===== config.mk =====
export PLATFORM = sky130hd
export DESIGN_NAME = decodeStage
export DESIGN_NICKNAME = d
export VERILOG_FILES = /design/src/verilog/sparcDecodePkg.sv /design/src/verilog/decodeStage.sv /design/src/verilog/branchResolver.sv /design/src/verilog/registerFile.sv /design/src/verilog/instrDecoder.sv
export VERILOG_INCLUDE_DIRS = /design/src /design/src/verilog
export SDC_FILE = /design/constraint.sdc
export NUM_CORES = 2
export LEC_CHECK = 0
export BUFFER_PORTS_ARGS = -buffer_cell sky130_fd_sc_hd__buf_4
export CORE_MARGIN = 4
export CORE_UTILIZATION = 45
export CTS_BUF_LIST = sky130_fd_sc_hd__clkbuf_4 sky130_fd_sc_hd__clkbuf_8
export DETAILED_ROUTE_END_ITERATION = 7
export PLACE_DENSITY_LB_ADDON = 0.3
export SYNTH_ARGS = -nofsm -noshare
export SYNTH_HDL_FRONTEND = slang
export SYNTH_SLANG_ARGS = --single-unit
export TNS_END_PERCENT = 5

===== constraint.sdc =====
create_clock -name Clk -period 2.5 [get_ports Clk]
set_input_delay 0.125 -clock Clk [delete_from_list [all_inputs] [get_ports Clk]]
set_output_delay 0.125 -clock Clk [all_outputs]
set_load 0.05 [all_outputs]

===== src/verilog/sparcDecode_params.svh =====
`ifndef SPARC_DECODE_PARAMS_SVH
`define SPARC_DECODE_PARAMS_SVH

// Datapath
`define WORD_W      32
`define REG_ADDR_W  5
`define NUM_REGS    32

// Instruction fields
`define SIMM13_W    13
`define IMM22_W     22
`define DISP30_W    30
`define COND_W      4
`define OP3_W       6

// Reset and idle values
`define ICC_RST_VAL 4'b0000
`define CTRL_NOP    16'h0000

`endif

===== src/verilog/sparcDecodePkg.sv =====
`include "sparcDecode_params.svh"

package sparcDecodePkg;

    // CALL
    typedef struct packed {
        logic [1:0]           op;
        logic [`DISP30_W-1:0] disp30;
    } fmt1T;

    // Bicc and SETHI; for SETHI the annul and cond bits carry rd
    typedef struct packed {
        logic [1:0]          op;
        logic                annul;
        logic [`COND_W-1:0]  cond;
        logic [2:0]          op2;
        logic [`IMM22_W-1:0] imm22;
    } fmt2T;

    // Arithmetic, JMPL and load/store
    typedef struct packed {
        logic [1:0]             op;
        logic [`REG_ADDR_W-1:0] rd;
        logic [`OP3_W-1:0]      op3;
        logic [`REG_ADDR_W-1:0] rs1;
        logic                   i;
        logic [`SIMM13_W-1:0]   simm13;   // rs2 in the low bits when i is clear
    } fmt3T;

    typedef union packed {
        fmt1T fmt1;
        fmt2T fmt2;
        fmt3T fmt3;
    } instrWordT;

    typedef enum logic [3:0] {
        aluAdd   = 4'd0,
        aluAddx  = 4'd1,
        aluSub   = 4'd2,
        aluSubx  = 4'd3,
        aluAnd   = 4'd4,
        aluOr    = 4'd5,
        aluXor   = 4'd6,
        aluXnor  = 4'd7,
        aluAndn  = 4'd8,
        aluOrn   = 4'd9,
        aluSll   = 4'd10,
        aluSrl   = 4'd11,
        aluSra   = 4'd12,
        aluPassB = 4'd14
    } aluOpT;

    typedef enum logic [1:0] {
        memByte = 2'd0,
        memHalf = 2'd1,
        memWord = 2'd2
    } memSizeT;

    typedef struct packed {
        logic    jmpl;
        logic    memWrite;    // Store when set
        aluOpT   aluOp;
        logic    signExt;
        logic    load;
        logic    rfWrite;
        memSizeT memSize;
        logic    modifyCC;
        logic    call;
        logic    branch;
        logic    annulBit;
        logic    memEnable;
    } ctrlBundleT;

    typedef struct packed {
        logic n;
        logic z;
        logic v;
        logic c;
    } iccT;

    typedef struct packed {
        ctrlBundleT             ctrl;
        logic [`WORD_W-1:0]     operandA;
        logic [`WORD_W-1:0]     operandB;
        logic [`WORD_W-1:0]     storeData;
        logic [`REG_ADDR_W-1:0] rd;
        logic [`WORD_W-1:0]     imm;
    } exBundleT;

endpackage


===== src/verilog/decodeStage.sv =====
`timescale 1ns/1ns
`include "sparcDecode_params.svh"

module decodeStage
    import sparcDecodePkg::*;
(
    input  logic                   Clk,
    input  logic                   rstN,
    input  logic                   instrValid,
    input  instrWordT              instr,
    input  logic                   bubble,
    input  logic                   wbEnable,
    input  logic [`REG_ADDR_W-1:0] wbAddr,
    input  logic [`WORD_W-1:0]     wbData,
    input  logic                   ccWrite,
    input  iccT                    ccFlags,
    output logic                   exValid,
    output exBundleT               exBundle,
    output logic                   branchTaken,
    output logic                   annul
);

    ctrlBundleT             rawCtrl;
    ctrlBundleT             gatedCtrl;
    logic [`REG_ADDR_W-1:0] rs1Addr;
    logic [`REG_ADDR_W-1:0] rs2Addr;
    logic [`REG_ADDR_W-1:0] rdAddr;
    logic [`WORD_W-1:0]     imm;
    logic [`WORD_W-1:0]     rs1Data;
    logic [`WORD_W-1:0]     rs2Data;
    logic [`WORD_W-1:0]     rdData;
    logic                   useImm;
    logic [`WORD_W-1:0]     operandB;
    logic                   taken;
    logic                   annulReq;
    exBundleT               nextBundle;

    instrDecoder decoder
    (
        .instr   (instr),
        .ctrl    (rawCtrl),
        .rs1Addr (rs1Addr),
        .rs2Addr (rs2Addr),
        .rdAddr  (rdAddr),
        .imm     (imm)
    );

    registerFile regFile
    (
        .Clk      (Clk),
        .wbEnable (wbEnable),
        .wbAddr   (wbAddr),
        .wbData   (wbData),
        .rs1Addr  (rs1Addr),
        .rs2Addr  (rs2Addr),
        .rdAddr   (rdAddr),
        .rs1Data  (rs1Data),
        .rs2Data  (rs2Data),
        .rdData   (rdData)
    );

    // Empty slot when stalled or nothing fetched
    assign gatedCtrl = (bubble || !instrValid) ? ctrlBundleT'(`CTRL_NOP) : rawCtrl;

    branchResolver resolver
    (
        .Clk      (Clk),
        .rstN     (rstN),
        .branch   (gatedCtrl.branch),
        .annulBit (gatedCtrl.annulBit),
        .cond     (instr.fmt2.cond),
        .ccWrite  (ccWrite),
        .ccFlags  (ccFlags),
        .taken    (taken),
        .annulReq (annulReq)
    );

    // Format 2, or format 3 with the i bit
    assign useImm   = (instr.fmt2.op == 2'b00) || (instr.fmt3.op[1] && instr.fmt3.i);
    assign operandB = useImm ? imm : rs2Data;

    always_comb
    begin
        nextBundle.ctrl      = gatedCtrl;
        nextBundle.operandA  = rs1Data;
        nextBundle.operandB  = operandB;
        nextBundle.storeData = rdData;   // Read through the rd port
        nextBundle.rd        = rdAddr;
        nextBundle.imm       = imm;
    end

    // ID/EX register
    always_ff @(posedge Clk or negedge rstN)
    begin
        if (!rstN)
        begin
            exValid     <= 1'b0;
            exBundle    <= '0;
            branchTaken <= 1'b0;
            annul       <= 1'b0;
        end
        else
        begin
            exValid     <= instrValid;
            exBundle    <= nextBundle;
            branchTaken <= taken;
            annul       <= annulReq;   // IF/ID squash request
        end
    end

endmodule


===== src/verilog/branchResolver.sv =====
`timescale 1ns/1ns
`include "sparcDecode_params.svh"

module branchResolver
    import sparcDecodePkg::*;
#(
    parameter iccT iccResetVal = iccT'(`ICC_RST_VAL)
)
(
    input  logic               Clk,
    input  logic               rstN,
    input  logic               branch,
    input  logic               annulBit,
    input  logic [`COND_W-1:0] cond,
    input  logic               ccWrite,
    input  iccT                ccFlags,
    output logic               taken,
    output logic               annulReq
);

    iccT  iccReg;
    iccT  flags;
    logic condTrue;

    // PSR icc field
    always_ff @(posedge Clk or negedge rstN)
    begin
        if (!rstN)
            iccReg <= iccResetVal;
        else if (ccWrite)
            iccReg <= ccFlags;
    end

    assign flags = ccWrite ? ccFlags : iccReg;   // Bypass the update in flight

    // Lower half of the table, cond[3] inverts it
    always_comb
    begin
        case (cond[2:0])
            3'b000:  condTrue = 1'b0;                         // bn
            3'b001:  condTrue = flags.z;                      // be
            3'b010:  condTrue = flags.z | (flags.n ^ flags.v);   // ble
            3'b011:  condTrue = flags.n ^ flags.v;            // bl
            3'b100:  condTrue = flags.c | flags.z;            // bleu
            3'b101:  condTrue = flags.c;                      // bcs
            3'b110:  condTrue = flags.n;                      // bneg
            default: condTrue = flags.v;                      // bvs
        endcase
        if (cond[3])
            condTrue = !condTrue;
    end

    assign taken = branch & condTrue;

    // Annulled branch that falls through squashes its delay slot
    assign annulReq = branch & annulBit & ~taken;

endmodule


===== src/verilog/registerFile.sv =====
`timescale 1ns/1ns
`include "sparcDecode_params.svh"

module registerFile
(
    input  logic                   Clk,
    input  logic                   wbEnable,
    input  logic [`REG_ADDR_W-1:0] wbAddr,
    input  logic [`WORD_W-1:0]     wbData,
    input  logic [`REG_ADDR_W-1:0] rs1Addr,
    input  logic [`REG_ADDR_W-1:0] rs2Addr,
    input  logic [`REG_ADDR_W-1:0] rdAddr,
    output logic [`WORD_W-1:0]     rs1Data,
    output logic [`WORD_W-1:0]     rs2Data,
    output logic [`WORD_W-1:0]     rdData
);

    logic [`WORD_W-1:0] regs [`NUM_REGS];

    always_ff @(posedge Clk)
    begin
        if (wbEnable && (wbAddr != '0))
            regs[wbAddr] <= wbData;
    end

    // R0 is hardwired and never stored
    // No write-through; a same-cycle read sees the old word
    assign rs1Data = (rs1Addr == '0) ? '0 : regs[rs1Addr];
    assign rs2Data = (rs2Addr == '0) ? '0 : regs[rs2Addr];
    assign rdData  = (rdAddr == '0) ? '0 : regs[rdAddr];

endmodule


===== src/verilog/instrDecoder.sv =====
`timescale 1ns/1ns
`include "sparcDecode_params.svh"

module instrDecoder
    import sparcDecodePkg::*;
(
    input  instrWordT              instr,
    output ctrlBundleT             ctrl,
    output logic [`REG_ADDR_W-1:0] rs1Addr,
    output logic [`REG_ADDR_W-1:0] rs2Addr,
    output logic [`REG_ADDR_W-1:0] rdAddr,
    output logic [`WORD_W-1:0]     imm
);

    localparam logic [1:0] opBranch = 2'b00;
    localparam logic [1:0] opCall   = 2'b01;
    localparam logic [1:0] opArith  = 2'b10;
    localparam logic [1:0] opMem    = 2'b11;

    localparam logic [2:0] op2Sethi = 3'b100;

    localparam logic [`OP3_W-1:0] op3Jmpl = 6'b111000;
    localparam logic [`OP3_W-1:0] op3Ldsb = 6'b001001;
    localparam logic [`OP3_W-1:0] op3Ldsh = 6'b001010;
    localparam logic [`OP3_W-1:0] op3Ld   = 6'b000000;
    localparam logic [`OP3_W-1:0] op3Ldub = 6'b000001;
    localparam logic [`OP3_W-1:0] op3Lduh = 6'b000010;
    localparam logic [`OP3_W-1:0] op3Stb  = 6'b000101;
    localparam logic [`OP3_W-1:0] op3Sth  = 6'b000110;
    localparam logic [`OP3_W-1:0] op3St   = 6'b000100;

    localparam logic [`REG_ADDR_W-1:0] linkReg = 5'd15;   // CALL writes o7

    // Bit 5 of op3 picks shifts over the negated logic ops
    function automatic aluOpT mapAluOp(input logic [`OP3_W-1:0] op3);
        aluOpT sel;
        case (op3[3:0])
            4'd0:    sel = aluAdd;
            4'd8:    sel = aluAddx;
            4'd4:    sel = aluSub;
            4'd12:   sel = aluSubx;
            4'd1:    sel = aluAnd;
            4'd2:    sel = aluOr;
            4'd3:    sel = aluXor;
            4'd5:    sel = op3[5] ? aluSll : aluAndn;
            4'd6:    sel = op3[5] ? aluSrl : aluOrn;
            4'd7:    sel = op3[5] ? aluSra : aluXnor;
            default: sel = aluAdd;
        endcase
        return sel;
    endfunction

    always_comb
    begin
        ctrl = '0;
        case (instr.fmt1.op)
            opCall:
            begin
                ctrl.call    = 1'b1;
                ctrl.rfWrite = 1'b1;   // Return address
            end
            opBranch:
            begin
                if (instr == '0)
                begin
                    ctrl = '0;   // NOP
                end
                else if (instr.fmt2.op2 != op2Sethi)
                begin
                    ctrl.branch   = 1'b1;
                    ctrl.annulBit = instr.fmt2.annul;
                end
                else
                begin
                    ctrl.rfWrite = 1'b1;
                    ctrl.aluOp   = aluPassB;   // imm22 goes straight through
                end
            end
            opArith:
            begin
                ctrl.rfWrite = 1'b1;
                if (instr.fmt3.op3 == op3Jmpl)
                begin
                    ctrl.jmpl = 1'b1;
                end
                else
                begin
                    ctrl.modifyCC = instr.fmt3.op3[4];   // The cc forms
                    ctrl.aluOp    = mapAluOp(instr.fmt3.op3);
                end
            end
            opMem:
            begin
                ctrl.memEnable = 1'b1;
                case (instr.fmt3.op3)
                    op3Ldsb: {ctrl.load, ctrl.signExt, ctrl.memSize} = {2'b11, memByte};
                    op3Ldsh: {ctrl.load, ctrl.signExt, ctrl.memSize} = {2'b11, memHalf};
                    op3Ld:   {ctrl.load, ctrl.signExt, ctrl.memSize} = {2'b10, memWord};
                    op3Ldub: {ctrl.load, ctrl.signExt, ctrl.memSize} = {2'b10, memByte};
                    op3Lduh: {ctrl.load, ctrl.signExt, ctrl.memSize} = {2'b10, memHalf};
                    op3Stb:  {ctrl.memWrite, ctrl.memSize} = {1'b1, memByte};
                    op3Sth:  {ctrl.memWrite, ctrl.memSize} = {1'b1, memHalf};
                    op3St:   {ctrl.memWrite, ctrl.memSize} = {1'b1, memWord};
                    default: ctrl.memSize = memByte;   // Unknown op3, no access
                endcase
                ctrl.rfWrite = ctrl.load;   // Loads only
            end
            default: ctrl = '0;
        endcase
    end

    assign rs1Addr = instr.fmt3.rs1;
    assign rs2Addr = instr.fmt3.simm13[`REG_ADDR_W-1:0];
    assign rdAddr  = (instr.fmt1.op == opCall) ? linkReg : instr.fmt3.rd;   // Also store data

    always_comb
    begin
        if (instr.fmt3.op[1])
            imm = {{(`WORD_W-`SIMM13_W){instr.fmt3.simm13[`SIMM13_W-1]}}, instr.fmt3.simm13};
        else if (instr.fmt1.op == opCall)
            imm = {instr.fmt1.disp30, {(`WORD_W-`DISP30_W){1'b0}}};   // Word displacement
        else if (instr.fmt2.op2 == op2Sethi)
            imm = {instr.fmt2.imm22, {(`WORD_W-`IMM22_W){1'b0}}};     // Upper 22 bits
        else
            imm = {{(`WORD_W-`IMM22_W){instr.fmt2.imm22[`IMM22_W-1]}}, instr.fmt2.imm22};
    end

endmodule


**After elaboration in Yosys (flattened, before gate mapping)**

Memory sizes are Yosys's and may differ from the RTL's.
Index checks and enable logic that the tools add are counted.

- Register bits after elaboration: 156
- Bits in writable memories: 1024
- Bits of input ports: 79
- Output and inout bits: 152
- Logic and storage cells: 120
- Memories kept: 1

- Equal/unequal tests: 28
- Muxes and demuxes: 40
- Bitwise operators: 7
- Reductions and logical operators: 20

Memory list:

| memory | words | width | read ports | clocked after memory_dff | write ports | RTL line | text |
|---|---|---|---|---|---|---|---|
| regFile.regs | 32 | 32 | 3 | 0 | 1 | registerFile.sv:18 | `` logic [`WORD_W-1:0] regs [`NUM_REGS]; `` |

Operators by type and width:

| cell | count |
|---|---|
| $mux 32 | 6 |
| $pmux 4 s9 | 1 |
| $logic_not 32->1 | 1 |
| $mux 31 | 1 |
| $mux 4 | 5 |
| $eq 6x3->1 const B | 3 |
| $eq 4x3->1 const B | 4 |
| $mux 16 | 1 |
| $logic_not 5->1 | 3 |
| $mux 2 | 7 |
| $mux 1 | 13 |
| $eq 3x3->1 const B | 4 |
| $eq 6x4->1 const B | 2 |
| $reduce_or 3->1 | 3 |
| $eq 4x2->1 const B | 2 |
| $eq 4x4->1 const B | 2 |
| $pmux 2 s2 | 2 |
| $pmux 4 s2 | 1 |
| $pmux 1 s7 | 1 |
| $eq 3x2->1 const B | 2 |
| $eq 6x1->1 const B | 1 |
| $eq 6x2->1 const B | 1 |
| $eq 6x6->1 const B | 1 |
| $logic_not 6->1 | 1 |
| 18 further kinds | 27 |

**Logic depth before layout (Yosys ltp)**

- Word-level depth: 9
- Gate-level depth with buffers: 13
- Depth with buffers taken out: 8

**By module**

From an unflattened synthesis, not the netlist that was laid out.

- Cell total of the unflattened synthesis: 3655
- Area total of the unflattened synthesis: 62074.5 um2

By module, submodules not included:

| module | instances | cells an instance | area each (um2) |
|---|---|---|---|
| registerFile | 1 | 3228 | 56138.8 |
| decodeStage | 1 | 207 | 4446.8 |
| instrDecoder | 1 | 193 | 1227.4 |
| branchResolver | 1 | 27 | 261.5 |

**Worst setup path before layout**

No wires, ideal clock.

- Path kind: in2reg
- Start: input wbAddr[1]
- End: memory regFile.regs[28][0] (netlist name), enable pin
- Setup time: 0.421 ns
- Data arrival time: 1.946 ns
- Path slack: 0.133 ns
- Cell stages on the path: 3
- Path through: or2_2 clkbuf_1 nor2_1

- Word-level cells in the longest chain between the ends: 4

Ends and longest elaborated chain:

| element | RTL line | text |
|---|---|---|
| start: declaration | decodeStage.sv:13 | `` input logic [`REG_ADDR_W-1:0] wbAddr, `` |
| $reduce_bool 5->1 | registerFile.sv:22 | `if (wbEnable && (wbAddr != '0))` |
| $logic_and 1x1->1 | registerFile.sv:22 |  |
| $mux 1 | registerFile.sv:22 |  |
| $mux 1 (implied by the code) | registerFile.sv:23 | `regs[wbAddr] <= wbData;` |
| end: declaration | registerFile.sv:18 |  |

Several ways; a longest one is shown, not always the timed one.

**Worst setup path after layout**

- Start: input instr[31] (netlist name)
- End: register exBundle[44] (netlist name)

- Word-level cells in the longest chain between the ends: 4

Ends and longest elaborated chain:

| element | RTL line | text |
|---|---|---|
| start: declaration | decodeStage.sv:10 | `input instrWordT instr,` |
| $eq 2x1->1 * | instrDecoder.sv:114 | `assign rdAddr = (instr.fmt1.op == opCall) ? linkReg : instr.fmt3.rd;` |
| $mux 5 * | instrDecoder.sv:114 |  |
| $mem_v2 32x32 / $logic_not 5->1 (equally long branches) | -- |  |
| $mux 32 * | registerFile.sv:30 | `assign rdData = (rdAddr == '0) ? '0 : regs[rdAddr];` |
| named net rdData[7] | decodeStage.sv:31 | `` logic [`WORD_W-1:0] rdData; `` |
| end signal: assignment | decodeStage.sv:105 | `exBundle <= nextBundle;` |
| end: declaration | decodeStage.sv:18 | `output exBundleT exBundle,` |

Mark *: on every way through the listed nets, which the timed path passes. The rest lies on a longest branch.

==> results_dict.tcl <==
set metrics [dict create \
    post_route_cells_drive_above_1_share 0.374 \
    post_synth_instance_area_um2 61900 \
    die_width_um 379 \
    power_density_relative_to_cell_area_nw_per_um2 657 \
    seq_area_frac_synth 0.560 \
    worst_setup_hold_path_clk_slew_ns 0.06 \
    dpl_worst_slack_ns -0.278 \
    first_pass_iters 6 \
    min_period_over_period 0.984 \
    hold_depth 3 \
    status "complete, no violations" \
    rsz0062_at_grt "yes" \
    syn_area_per_cell_um2 15.5 \
    routedWlPerCell_um 36.9 \
    r2r_cells 6 \
    grt.total_usage 0.331 \
    setup_tns_final_ns 0 \
    critical_path_class "in2reg" \
    finClkSkew_ns 0.0338 \
    place_hpwl_mm 151 \
    ctsLongestPathBuffers 3 \
    clk_latency_ns 0.94 \
    synth_cell_types 73 \
    maximum_clock_rate_ghz 0.407 \
    detailedRoute.firstIterationViolations 7668 \
    worst-endpoint-required_ns 3.23 \
    dominantRegCellSynth "edfxtp_1" \
    placement_cell_area_um2 69000 \
    critical_path_arrival_ns 3.19 \
    routed_wl_mm 241 \
    antenna_found_initial 19 \
    grt_pass1_vias 45141 \
    num_vias 46356 \
    worstSetupStartpointType "primary input" \
    start_util 0.455 \
    final_nets 4668 \
    global_route.overflow_total 0 \
    postSynth.asyncResetShare 0.132 \
    synth_top_area_cell "edfxtp_1" \
    clkSinkCount 1180 \
    power.static_leakage_nw 25.9 \
    placement_rows 135 \
    drc_errors 0 \
    count_of_final_max_slew_check_failures 0 \
    yosys_warnings 0 \
    coreArea_um2 136000 \
    final-instance-count-excl-fill 6544 \
    grt_max_degree 93 \
    slew-limit-headroom 0.0761 \
    finalInstanceArea_um2 74600 \
    hold_slack_ns 0.107 \
    gp_routability_congestion 0.921 \
    tightestPinTransition_ns 1.35 \
    ant_nets 0 \
    grt_first_pass_wirelength_mm 336 \
    total_power_mw 49.0 \
    port_buffers 230 \
    number_of_enable_flip_flop_cells_after_synthesis 1024 \
    vdd_drop_max_mv 0.530 \
    layout.core_utilization 0.549 \
    h-tree-depth 4 \
    worstHoldPathType "in2reg" \
    netlist_top_cells_area "edfxtp_1 (50%), mux4_2 (20%), dfrtp_1 (6.3%)" \
    die_height_um 379 \
    timing.final.ws_setup_ns 0.0409 \
    synth_top_area_share 0.497 \
    worst-r2r-setup-slack_ns 0.14 \
    setup-violations-final 0 \
    routed_via_density 7.08 \
    io-pin-count 231 \
    cts_made_buffers 194 \
    cts_tree "yes" \
    ys_ff_latch 1180 \
    syn-instance-count 3990 \
    ctsRootBufferMaster "clkbuf_8" \
    placedCellCount 6050 \
    areaGrowthSynthToFinish_pct 20.6 \
    maxCapViolations 0 \
    timing_hold_violations_final 0 \
    timing.final.crit_period_ns 2.46 \
    worstPathMaxFanout 27 \
    critPathCaptureType "flop" \
    design.die.area_um2 144000 \
]
[critical path, stage by stage]
cell           delay, ns
dlygate4sd3_1       0.54
buf_4               0.15
inv_1               0.11
ha_4                0.22
buf_4               0.18
buf_12              0.15
a21oi_4             0.11
buf_12              0.24
buf_4               0.20
o21ai_0             0.18
nor2_1              0.09
o311ai_0            0.55
o221ai_1            0.29
[cells in the final DEF, fill, tap and decap left out, types with 67 or more instances in the layout]
master,instances
a211oi_1,136
a21oi_1,89
buf_12,123
buf_4,497
clkbuf_8,235
dfrtp_1,156
dlygate4sd3_1,114
edfxtp_1,1024
mux2_2,147
mux2i_1,189
mux4_2,552
nand2_1,214
nor2_1,118
o21ai_0,182
o221ai_1,67
o22ai_1,138
[metal layers]
| layer | routed length [um] | part of all wire | global-route usage | vias to the layer above |
|---|---|---|---|---|
| met5 | 66 | 0.00027 | 0 | - |
| met4 | 14700 | 0.061 | 0.177 | 10 |
| met3 | 36700 | 0.15 | 0.118 | 812 |
| met2 | 104000 | 0.43 | 0.479 | 4126 |
| met1 | 86000 | 0.36 | 0.440 | 23512 |
| li1 | - | - | - | 17896 |
[kinds of logic after synthesis]
group / after synthesis / synth area share
other: 1 / 0.0000606
AOI/OAI and AO/OA: 910 / 0.103
adders and majority gates: 5 / 0.00101
and+or+nand+nor: 586 / 0.0456
DFF: 1180 / 0.560
buffers and inverters: 418 / 0.0319
muxes: 888 / 0.258
xor gates and xnor gates: 2 / 0.000283
[synthesized netlist by cell type (all sizes together) (136+ instances only)]
library cell  count
a211oi          136
buf             210
clkbuf          169
dfrtp           156
edfxtp         1024
mux2            147
mux2i           189
mux4            552
nand2           214
nor2            156
o21ai           186
o22ai           138
[where the power goes]
part	switching, mW	internal (mW)	total [mW]
registers	0.372	22.0	22.3
logic	4.92	2.99	7.92
clock network	8.43	10.4	18.8
total	13.7	35.3	49.0
[state kept, by name, summed over array words and instances (netlist names)]
| register | cells |
|---|---|
| branchTaken | 1 |
| exBundle | 149 |
| regFile.regs | 1024 |
| exValid | 1 |
| annul | 1 |
| resolver.iccReg | 4 |
[area by class of cell]
type | count | area (um2)
multi-input cells | 2423 | 25700
flip-flops and latches | 1180 | 34700
diodes | 8 | 20.0
clock inverters | 89 | 777
clock buffers | 278 | 3550
well taps | 1781 | 2230
inverters | 39 | 151
repair buffers | 746 | 7540
fillers | 10756 | 61400
[what timing repair did]
action / CTS / global route
setup buffers: 0 / 3
hold buffers: 115 / 0
endpoints found under the setup margin: 0 / 4
hold endpoints to repair: 1335 / 0
gates resized for setup: 0 / 2
[final timing paths]
path,to,from
max in group asynchronous,exBundle[51],rstN
min in group asynchronous,exBundle[129],rstN
max,exBundle[44],instr[31]
min,resolver.iccReg[0],ccWrite
max reg2reg,branchTaken,resolver.iccReg[1]
min reg2reg,exBundle[41],regFile.regs[15][4]
No activity file was read; power rests on OpenSTA's default activity.
